## src/common/icache_geom_pkg.sv

```systemverilog
//##########################################################
// Geometry of the four-way instruction tag cache
// Address split is tag | index | offset, tag on top
// Sets per way must stay a power of two (index is a plain slice)
// FIFO depth must stay a power of two, pointers wrap naturally
//##########################################################

`default_nettype none

package icache_geom_pkg;

    localparam int ICACHE_N_WAY   = 4;              // Ways per set
    localparam int ICACHE_DEPTH   = 64;             // Sets per way

    localparam int ADDR_WIDTH     = 32;             // Fetch address
    localparam int OFFSET_WIDTH   = 6;              // 64-byte lines
    localparam int INDEX_WIDTH    = $clog2(ICACHE_DEPTH);
    localparam int TAG_WIDTH      = ADDR_WIDTH - INDEX_WIDTH - OFFSET_WIDTH; // 20 bits

    localparam int WAY_IDX_WIDTH  = $clog2(ICACHE_N_WAY);

    // Request buffer between receiver and lookup
    localparam int FIFO_DEPTH     = 4;
    localparam int FIFO_PTR_WIDTH = $clog2(FIFO_DEPTH);
    localparam int FIFO_CNT_WIDTH = $clog2(FIFO_DEPTH + 1); // Needs to reach FIFO_DEPTH

endpackage

`default_nettype wire
```

## src/common/itag_types_pkg.sv

```systemverilog
//##########################################################
// Request and response words of the tag-side interface
// Request is 34 bits, op on top of the fetch address
// Response echoes op and address, adds hit and way
// Encoding 2'b11 of the op is unused
//##########################################################

`default_nettype none

package itag_types_pkg;

    import icache_geom_pkg::*;

    // Operation carried with each fetch request
    typedef enum logic [1:0] {
        OP_LOOKUP = 2'd0,                            // Read tags, report hit
        OP_FILL   = 2'd1,                            // Write tag into victim way
        OP_FLUSH  = 2'd2                             // Clear all valid bits
    } itag_op_e;

    // Fetch side to FIFO to lookup controller
    typedef struct packed {
        itag_op_e                op;
        logic [ADDR_WIDTH-1:0]   addr;
    } itag_req_t;

    // Lookup controller to outside, one word per request
    typedef struct packed {
        itag_op_e                 op;
        logic [ADDR_WIDTH-1:0]    addr;                // Echo of request address
        logic                     hit;                 // Lookups only
        logic [WAY_IDX_WIDTH-1:0] way;                 // Hit way or fill victim
    } itag_resp_t;

endpackage

`default_nettype wire

```

## src/verilog/req_fifo.sv

```systemverilog
//##########################################################
// Request FIFO, FIFO_DEPTH entries of itag_req_t
// Push and pop may share a cycle
// Push while full and pop while empty are ignored
// Head word valid whenever not_empty_o is high
//##########################################################

`default_nettype none
`timescale 1ns/1ps

module req_fifo
    import icache_geom_pkg::*, itag_types_pkg::*;
(
    input  wire logic      clk_i,
    input  wire logic      arst_n_i,
    input  wire logic      push_i,
    input  wire itag_req_t push_data_i,
    output logic           full_o,
    input  wire logic      pop_i,
    output logic           not_empty_o,
    output itag_req_t      head_o
);

    itag_req_t                 mem_q [FIFO_DEPTH];       // Entry storage
    logic [FIFO_PTR_WIDTH-1:0] wr_ptr_q;
    logic [FIFO_PTR_WIDTH-1:0] rd_ptr_q;
    logic [FIFO_CNT_WIDTH-1:0] count_q;                  // Occupancy
    logic                      do_push;
    logic                      do_pop;

    assign full_o      = (count_q == FIFO_CNT_WIDTH'(FIFO_DEPTH));
    assign not_empty_o = (count_q != '0);
    assign head_o      = mem_q[rd_ptr_q];
    assign do_push     = push_i && !full_o;
    assign do_pop      = pop_i && not_empty_o;

    always_ff @(posedge clk_i or negedge arst_n_i) begin
        if (!arst_n_i) begin
            wr_ptr_q <= '0;
            rd_ptr_q <= '0;
            count_q  <= '0;
        end else begin
            if (do_push) begin
                wr_ptr_q <= wr_ptr_q + FIFO_PTR_WIDTH'(1);
            end
            if (do_pop) begin
                rd_ptr_q <= rd_ptr_q + FIFO_PTR_WIDTH'(1);
            end
            case ({do_push, do_pop})
                2'b10:   count_q <= count_q + FIFO_CNT_WIDTH'(1);
                2'b01:   count_q <= count_q - FIFO_CNT_WIDTH'(1);
                default: count_q <= count_q;             // Both or neither
            endcase
        end
    end

    always_ff @(posedge clk_i) begin
        if (do_push) begin
            mem_q[wr_ptr_q] <= push_data_i;
        end
    end

endmodule

`default_nettype wire

```

## config.mk

```make
export PLATFORM = sky130hd
export DESIGN_NAME = req_fifo
export DESIGN_NICKNAME = d
export VERILOG_FILES = /design/src/common/icache_geom_pkg.sv /design/src/common/itag_types_pkg.sv /design/src/verilog/req_fifo.sv
export SDC_FILE = /design/constraint.sdc
export NUM_CORES = 1
export LEC_CHECK = 0
export BUFFER_PORTS_ARGS = -buffer_cell sky130_fd_sc_hd__buf_2
export CAP_MARGIN = 5
export CORE_AREA = 3 3 112 114
export CTS_CLUSTER_SIZE = 8
export DETAILED_ROUTE_END_ITERATION = 8
export DIE_AREA = 0 0 115 117
export GPL_TIMING_DRIVEN = 1
export PLACE_DENSITY = 0.73
export SYNTH_ARGS = -nofsm -noshare
export SYNTH_HDL_FRONTEND = slang
export SYNTH_SLANG_ARGS = --single-unit
export TNS_END_PERCENT = 10
```

## constraint.sdc

```tcl
create_clock -name clk_i -period 2.7 [get_ports clk_i]
set_input_delay 0.135 -clock clk_i [delete_from_list [all_inputs] [get_ports clk_i]]
set_output_delay 0.135 -clock clk_i [all_outputs]
set_load 0.01 [all_outputs]
```

==> reports/metrics.yaml, run 1 <==
timing:
  max_freq_ghz: 0.439
  max_slew_margin_pct: 64.2
  period_share_pct: 84.3
  setup_viol_count_final: 0
  report.final.slew_viol_count: 0
  whs_ns: 0.104
  worst_slew_pin_slew_ns: 0.537
  finalCriticalPeriod_ns: 2.28
  rsz0062_at_grt: "false"
  skew_ns: 0.00699
  hold_violations: 0
  setup_tns_ns: 0
synth:
  postSynthCellCount: 215
  synth_nets: 259
  synth_flop_cell: "edfxtp_1"
  synth_top_area_share_pct: 75.8
  syn_area_um2: 5390
  synth_edf_count: 136
  ys_ff_latch: 143
  synth_area_leaders: "edfxtp_1, mux4_2, dfrtp_1, mux4_1, ha_1"
  avgSynthCellArea_um2: 25.1
  yosysWarnings: 0
  synth.distinct_cells: 21
  synth_top_area_cell: "edfxtp_1"
  yosysSeqAreaShare_pct: 79.1
  async_reset_ff_share_pct: 4.90
grt:
  grt_usage_pct: 15.3
  grt_max_degree: 23
  grt_pass1_vias: 2790
  grt_pass1_wl_um: 14600
  globalRouteOverflowTotal: 0
  antenna_found_initial: 0
detailed_routing:
  wl_um: 9340
  dr.pass1.iters: 4
  wire_per_inst_um: 18.8
  ant_nets: 0
  post-route-drc-count: 0
  vias_per_cell: 5.08
  via_count: 2527
  drtIter0Drc: 101
setup_path:
  crit_path_end_kind: "output port"
  critPathLaunch: "rd_ptr_q[0]"
  critPathRequiredTime_ns: 2.57
  arrival_ns: 2.14
  cp-endpoint: "head_o[3]"
  r2r_end: "count_q[2]"
  r2r-start: "count_q[0]"
  crit_fanout: 14
  reg2reg_depth: 9
  path_class: "reg -> out"
  start_kind: "flip-flop"
  ff2ff_setup_slack_ns: 0.71
place:
  place.gp.congestion: 0.730
  numPortBuffers: 73
  dpl.hpwl_um: 5760
  dp.cells: 430
outcome:
  status: "finished clean"
floorplanning:
  core-area_um2: 11500
  start_util_pct: 46.8
  die-area_um2: 13500
  rows: 39
  pin_count: 74
  fp.dieH_um: 117
  dieWidth_um: 115
power:
  p_leak_nw: 2.47
  fin_total_pwr_mw: 7.47
  power_density_nw_per_um2: 1080
  ir_drop_v: 0.000561
clock_network:
  tritoncts: "done"
  cts_sinks: 143
  clock-root-buffer: "clkbuf_16"
  clk_path_buf_depth: 2
  path_clk_slew_ns: 0.06
  cts.htree.levels: 4
  cts_buffers: 17
  post_cts.repair.setup_buffers: 0
  worstSkewPairLatency_ns: 0.42
final_layout:
  fin_nets: 385
  insertedDiodeCount: 0
  drive_above_1_share_pct: 40.1
  n_fill_cell: 835
  fin_cells: 497
  syn_to_final_growth_pct: 27.8
  layout_commonest_cell: "edfxtp_1"
  most-common-layout-cells: "edfxtp_1, buf_2, dlygate4sd3_1"
worst_hold_path:
  hp-class: "in -> async"
flow_run:
  cap_violations: 0
critical path: stages, from the launching register on:
cell	delay, ns
dfrtp_2	0.63
buf_4	0.34
mux4_1	0.60
buf_2	0.16
power by group:
part / internal (mW) / total, mW / switching, mW
Clock: 1.49 / 2.29 / 0.802
Sequential: 2.95 / 3.18 / 0.240
Combinational: 1.01 / 1.99 / 0.984
routing by layer:
layer	part of all wire [%]	vias to the layer above	wire, µm	global-route usage, %
li1	-	1159	-	-
met1	43	1291	3980	18.1
met2	50	64	4700	24.8
met3	5.7	13	535	6.79
met4	1.3	0	126	5.63
met5	0	-	0	0
registers in the layout, summed over array words and instances, names as in the netlist:
register / flops
count_q: 3
mem_q: 136
rd_ptr_q: 2
wr_ptr_q: 2
synthesized netlist by cell type, drive strengths merged, types with 3 or more instances:
library cell / number
edfxtp: 136
mux4: 34
buf: 8
dfrtp: 7
inv: 6
ha: 5
and2: 4
xnor2: 3
xor2: 3
per-stage QoR:
stage,instance area [µm²],util (%),setup slack (ns)
detailed placement,5950,51.7,0.711
global route,6880,59.8,0.257
floorplan,5390,-,0.639
CTS,6880,59.8,0.344
finish,6880,59.8,0.423
global placement,5950,51.7,0.817
cell type report:
cell class / count / area, µm² / share of cell area [%]
timing repair buffer: 115 / 818 / 11.9
clock inverter: 8 / 113 / 1.64
sequential: 143 / 4260 / 61.9
clock buffer: 24 / 472 / 6.85
tap: 143 / 179 / 2.60
inverter: 6 / 22.5 / 0.327
multi-input combinational: 58 / 1020 / 14.8
what timing repair did:
| item | CTS | global route |
|---|---|---|
| gates resized for setup | 0 | 0 |
| hold buffers | 35 | 0 |
| endpoints found under the hold margin | 143 | 0 |
worst min-delay path by stage:
stage | slack (ns) | endpoint
after floorplan | -0.16 | count_q[0]
after global placement | -0.02 | count_q[0]
after detailed placement | -0.02 | wr_ptr_q[1]
after CTS | 0.08 | wr_ptr_q[1]
after global routing | 0.10 | wr_ptr_q[0]
final | 0.10 | wr_ptr_q[0]
cell families after synthesis:
logic type / synth area share [%]
buffers and inverters: 2.11
adder cells (fa/ha/maj): 1.53
flip-flops: 79.1
XOR/XNOR: 0.976
multiplexers: 15.0
AO/OA/AOI/OAI: 0.163
AND/OR/NAND/NOR: 1.11
Power figures use the tool's default switching activity.
==> inputs of run 2 (changes only) <==
- clock period: 2.7 -> 2.1 ns (I/O delays scaled with it)
==> reports/metrics.yaml, run 2 (synthesized netlist as in run 1, its figures left out) <==
timing:
  finalWorstSetupSlack_ns: 0.170  # was 0.423 ns
  hold_violations: 0  # unchanged
  finalCriticalPeriod_ns: 1.93
  period_share_pct: 91.9
  report.final.slew_viol_count: 0  # unchanged
  max_slew_margin_pct: 68.8  # was 64.2%
  setup_tns_ns: 0  # unchanged
  skew_ns: 0.00552  # was 0.00699 ns
  rsz0062_at_grt: "false"  # unchanged
  setup_viol_count_final: 0  # unchanged
  max_freq_ghz: 0.518
  worst_slew_pin_slew_ns: 0.468  # was 0.537 ns
setup_path:
  r2r-start: "count_q[0]"  # unchanged
  worst-path-buf-inv: 2  # unchanged
  crit_slowest_cell: "dfrtp_1"  # was dfrtp_2
  cpPeakStageDelay_ns: 0.43  # was 0.63 ns
  start_kind: "flip-flop"  # unchanged
  arrival_ns: 2.26  # was 2.14 ns
  critPathLaunch: "count_q[0]"  # was rd_ptr_q[0]
  path_class: "reg -> reg"  # was reg -> out
  crit_fanout: 7  # was 14
  crit_path_end_kind: "flip-flop"  # was output port
  critPathTopFamily: "adder cells"  # was flip-flops
  critPathRequiredTime_ns: 2.43  # was 2.57 ns
  crit_path_cell_trace: "nor3b_2 > nor2b_2 > inv_1 > ha_1 > inv_1 > fa_1 > xor2_1 > nor2_1 > xor2_1"  # was buf_4 > mux4_1 > buf_2
clock_network:
  worstSkewPairLatency_ns: 0.41  # was 0.42 ns
  tritoncts: "done"  # unchanged
  cts_sinks: 143  # unchanged
  clock-root-buffer: "clkbuf_16"  # unchanged
  cts.htree.levels: 4  # unchanged
  clk_path_buf_depth: 2  # unchanged
  path_clk_slew_ns: 0.06  # about the same
  cts_buffers: 17  # unchanged
power:
  ir_drop_v: 0.000754  # was 0.000561 V
  fin_total_pwr_mw: 10.0  # was 7.47 mW
  power_density_nw_per_um2: 1430  # was 1080 nW/µm²
  p_leak_nw: 2.53  # was 2.47 nW
detailed_routing:
  post-route-drc-count: 0  # unchanged
  vias_per_cell: 5.08  # about the same
  wl_um: 9210  # was 9340 µm
  wire_per_inst_um: 18.2  # was 18.8 µm
  dr.pass1.iters: 4  # unchanged
  via_count: 2572  # was 2,527
  drtIter0Drc: 177  # was 101
  ant_nets: 0  # unchanged
grt:
  antenna_found_initial: 0  # unchanged
  grt_pass1_wl_um: 14700  # was 14,600 µm
  globalRouteOverflowTotal: 0  # unchanged
  grt_max_degree: 19  # was 23
  grt_pass1_vias: 2844  # was 2,790
  grt_usage_pct: 15.2  # was 15.3%
place:
  numPortBuffers: 73  # unchanged
  dpl.hpwl_um: 5820  # was 5760 µm
  post-place-ws_ns: 0.168  # was 0.711 ns
  place.gp.congestion: 0.761  # was 0.730
  dp.cells: 436  # was 430
final_layout:
  fin_cells: 506  # was 497
  syn_to_final_growth_pct: 30.7  # was 27.8%
  reg_top3: "mem_q x136, count_q x3"  # unchanged
  regMostFlops: "mem_q"  # unchanged
  largest_register_ffs: 136  # unchanged
  insertedDiodeCount: 0  # unchanged
  fin_nets: 394  # was 385
  most-common-layout-cells: "edfxtp_1, buf_2, dlygate4sd3_1"  # unchanged
  final_util_pct: 61.1  # was 59.8%
  layout_commonest_cell: "edfxtp_1"  # unchanged
  drive_above_1_share_pct: 42.7  # was 40.1%
floorplanning:
  pin_count: 74  # unchanged
  dieWidth_um: 115  # unchanged
  fp.dieH_um: 117  # unchanged
  start_util_pct: 46.8  # unchanged
  core-area_um2: 11500  # unchanged
  rows: 39  # unchanged
  die-area_um2: 13500  # unchanged
flow_run:
  cap_violations: 0  # unchanged
worst_hold_path:
  hp-class: "in -> async"  # unchanged
outcome:
  status: "finished clean"  # unchanged
[run 2: cell count changes in the layout (fill, tap and decap cells not counted), moves of 2 or more]
cell and change:
clkbuf_8 -2, buf_4 +6, bufinv_16 +2, clkinv_2 -3, clkbuf_1 -4, buf_12 +2, clkinv_4 +2, clkinvlp_4 +4
[run 2: area by class of cell]
type                            instances  area [µm²]
Clock inverter                         14         214
Clock buffer                           18         429
Multi-Input combinational cell         58        1020
Tap cell                              143         179
Fill cell                             816        4470
Inverter                                6        22.5
Sequential cell                       143        4260
Timing Repair Buffer                  124         915
[run 2: worst paths after layout]
kind	end	slack, ns	depth (start not counted)
max reg2reg	count_q[2]	0.17	9
max	count_q[2]	0.17	9
min in group clk_i	rd_ptr_q[0]	0.13	3
min reg2reg	count_q[2]	0.52	1
min	rd_ptr_q[1]	0.06	2
max in group asynchronous	rd_ptr_q[0]	1.85	2
[run 2: per-stage QoR]
step / instance area (µm²) / hold WS (ns)
floorplan: 5390 / -0.191
global placement: 6020 / -0.0495
detailed placement: 6020 / -0.0436
CTS: 7020 / 0.0474
global route: 7040 / 0.0724
finish: 7040 / 0.0645
[run 2: repair_timing]
action,in CTS,in global routing
endpoints found under the setup margin,10,1
setup buffers,0,3
resized for setup,2,0
hold buffers,35,0
hold endpoints to repair,143,0
[run 2: per-layer routing]
layer / vias up / wire length [µm] / global-route usage (%)
met5: - / 0 / 0
met4: 0 / 142 / 6.73
met3: 12 / 448 / 5.19
met2: 63 / 4590 / 24.5
met1: 1325 / 4020 / 18.9
li1: 1172 / - / -
[run 2: worst reg2reg max path, stage by stage (launching register included)]
cell	delay (ns)
dfrtp_1	0.43
nor3b_2	0.23
nor2b_2	0.11
inv_1	0.07
ha_1	0.17
inv_1	0.06
fa_1	0.37
xor2_1	0.15
nor2_1	0.11
xor2_1	0.16
[run 2: power by group]
group          switching [mW]  internal (mW)  total, mW  leakage (nW)
sequential              0.257           3.79       4.05          1.33
clock                    1.09           2.10       3.20         0.298
combinational            1.35           1.44       2.79         0.911
==> inputs of run 3 (changes only) <==
- ABC_AREA: not set -> 1
- CORE_AREA: 3 3 112 114 -> 3 3 116 118
- DIE_AREA: 0 0 115 117 -> 0 0 119 121
==> reports/metrics.yaml, run 3 <==
outcome:
  status: "finished clean"  # unchanged
place:
  post-place-ws_ns: 0.296  # was 0.168 ns
  numPortBuffers: 73  # unchanged
  place.gp.congestion: 0.842  # was 0.761
  dpl.hpwl_um: 7000  # was 5820 µm
  dp.cells: 693  # was 436
floorplanning:
  rows: 41  # was 39
  pin_count: 74  # unchanged
  start_util_pct: 46.8  # about the same
  die-area_um2: 14400  # was 13,500 µm²
  fp.dieH_um: 121  # was 117 µm
  core-area_um2: 12600  # was 11,500 µm²
  dieWidth_um: 119  # was 115 µm
clock_network:
  cts.htree.levels: 4  # unchanged
  worstSkewPairLatency_ns: 0.42  # was 0.41 ns
  clock-root-buffer: "clkbuf_16"  # unchanged
  clk_path_buf_depth: 2  # unchanged
  tritoncts: "done"  # unchanged
  cts_buffers: 17  # unchanged
  post_cts.repair.setup_buffers: 0  # unchanged
  path_clk_slew_ns: 0.06  # about the same
  cts_sinks: 143  # unchanged
timing:
  setup_tns_ns: 0  # unchanged
  max_freq_ghz: 0.520  # was 0.518 GHz
  setup_viol_count_final: 0  # unchanged
  period_share_pct: 91.5  # was 91.9%
  report.final.slew_viol_count: 0  # unchanged
  skew_ns: 0.00778  # was 0.00552 ns
  finalWorstSetupSlack_ns: 0.179  # was 0.170 ns
  worst_slew_pin_slew_ns: 0.331  # was 0.468 ns
  finalCriticalPeriod_ns: 1.92  # was 1.93 ns
  rsz0062_at_grt: "false"  # unchanged
  hold_violations: 0  # unchanged
  max_slew_margin_pct: 77.9  # was 68.8%
synth:
  synth.distinct_cells: 16  # was 21
  synth_top_area_share_pct: 69.4  # was 75.8%
  synth_nets: 501  # was 259
  synth_top_area_cell: "edfxtp_1"  # unchanged
  ys_ff_latch: 143  # unchanged
  async_reset_ff_share_pct: 4.90  # unchanged
  synth_common_cells: "edfxtp_1, nand2_1, inv_1"  # was edfxtp_1, mux4_2, dfrtp_1
  synth_flop_cell: "edfxtp_1"  # unchanged
  synth_most_common_cell: "edfxtp_1"  # unchanged
  yosysWarnings: 0  # unchanged
  synth_edf_count: 136  # unchanged
  avgSynthCellArea_um2: 12.9  # was 25.1 µm²
  postSynthCellCount: 457  # was 215
  yosysSeqAreaShare_pct: 72.4  # was 79.1%
  syn_area_um2: 5880  # was 5390 µm²
  synth_area_leaders: "edfxtp_1, o211ai_1, nand2_1, inv_1, dfrtp_1"  # was edfxtp_1, mux4_2, dfrtp_1, mux4_1, ha_1
grt:
  grt_pass1_wl_um: 18200  # was 14,700 µm
  globalRouteOverflowTotal: 0  # unchanged
  grt_usage_pct: 16.5  # was 15.2%
  antenna_found_initial: 0  # unchanged
  grt_max_degree: 64  # was 19
  grt_pass1_vias: 3772  # was 2,844
setup_path:
  cp_common_cell: "nand2_1"
  path_class: "reg -> out"  # was reg -> reg
  arrival_ns: 1.82  # was 2.26 ns
  reg2reg_depth: 10  # was 9
  start_kind: "flip-flop"  # unchanged
  critPathRequiredTime_ns: 2.00  # was 2.43 ns
  cpPeakStageDelay_ns: 0.44  # was 0.43 ns
  r2r_end: "count_q[2]"  # unchanged
  crit_path_cell_trace: "inv_6 > buf_12 > nand2_1 > o211ai_1 > nand2_1 > buf_2"  # was nor3b_2 > nor2b_2 > inv_1 > ha_1 > inv_1 > fa_1 > xor2_1 > nor2_1 > xor2_1
  r2r-start: "count_q[0]"  # unchanged
  ff2ff_setup_slack_ns: 0.26  # was 0.17 ns
  crit_path_end_kind: "output port"  # was flip-flop
  crit_slowest_cell: "dfrtp_1"  # unchanged
  crit_fanout: 63  # was 7
power:
  power_density_nw_per_um2: 1390  # was 1430 nW/µm²
  fin_total_pwr_mw: 10.4  # was 10.0 mW
  ir_drop_v: 0.000704  # was 0.000754 V
  p_leak_nw: 3.08  # was 2.53 nW
final_layout:
  drive_above_1_share_pct: 21.0  # was 42.7%
  syn_to_final_growth_pct: 26.5  # was 30.7%
  most-common-layout-cells: "edfxtp_1, nand2_1, inv_1"  # was edfxtp_1, buf_2, dlygate4sd3_1
  layout_commonest_cell: "edfxtp_1"  # unchanged
  fin_nets: 621  # was 394
  fin_cells: 762  # was 506
  reg_top3: "mem_q x136, count_q x3"  # unchanged
  largest_register_ffs: 136  # unchanged
  regMostFlops: "mem_q"  # unchanged
  insertedDiodeCount: 0  # unchanged
detailed_routing:
  via_count: 3656  # was 2,572
  drtIter0Drc: 227  # was 177
  dr.pass1.iters: 7  # was 4
  vias_per_cell: 4.80  # was 5.08
  post-route-drc-count: 0  # unchanged
  wl_um: 11100  # was 9210 µm
  ant_nets: 0  # unchanged
  wire_per_inst_um: 14.6  # was 18.2 µm
flow_run:
  cap_violations: 0  # unchanged
worst_hold_path:
  hp-class: "in -> async"  # unchanged
[run 3: worst max path at each step]
stage,start,slack (ns),endpoint,cells after the start
finish,rd_ptr_q[0],0.18,head_o[32],6
CTS,rd_ptr_q[0],0.1,head_o[15],6
global placement,count_q[0],0.39,count_q[2],10
floorplan,count_q[0],-0.47,mem_q[0][0],4
global route,rd_ptr_q[0],0.03,head_o[15],6
detailed placement,count_q[0],0.30,count_q[2],10
[run 3: metal layers]
layer,share of wire [%],global-route usage [%],vias up
met5,0,0,-
met4,1.2,6.37,0
met3,4.6,5.27,11
met2,51,27.8,85
met1,44,19.9,1742
li1,-,-,1818
[run 3: critical path: cells and delay by family, from the launching register on]
kind	cells	cell delay, ns
buffers and inverters	3	0.67
DFF	1	0.44
and+or+nand+nor	2	0.20
AOI/OAI and AO/OA	1	0.09
[run 3: per-stage QoR]
step / utilization (%) / area, µm² / hold slack [ns]
floorplan: - / 5880 / -0.191
global placement: 51.4 / 6460 / -0.0538
detailed placement: 51.4 / 6460 / -0.0486
CTS: 59.2 / 7440 / 0.0333
global route: 59.2 / 7440 / 0.0501
finish: 59.2 / 7440 / 0.0412
[run 3: cell type report]
cell class,instances,area (µm²)
repair buffers,123,896
well taps,172,215
clock inverters,15,183
inverters,84,320
fillers,969,5120
clock buffers,17,425
flip-flops and latches,143,4260
multi-input cells,208,1140
[run 3: kinds of logic (layout without fill, tap and decap cells)]
kind of cell	Yosys count	after routing	synth area share, %
fa+ha+maj	6	6	1.40
buf+inv	106	239	8.70
simple gates	132	132	8.61
flops	143	143	72.4
compound gates	69	69	8.76
xor+xnor	1	1	0.149
[run 3: where the power goes]
part / total, mW / internal (mW) / switching (mW) / leakage, nW
Sequential: 3.96 / 3.76 / 0.200 / 1.33
Clock: 3.03 / 1.88 / 1.15 / 0.294
Combinational: 3.36 / 1.22 / 2.15 / 1.46
[run 3: timing repair]
item	4_1_cts	5_1_grt
setup endpoints to repair	0	3
gates resized for setup	0	1
endpoints found under the hold margin	147	0
hold buffers	37	0
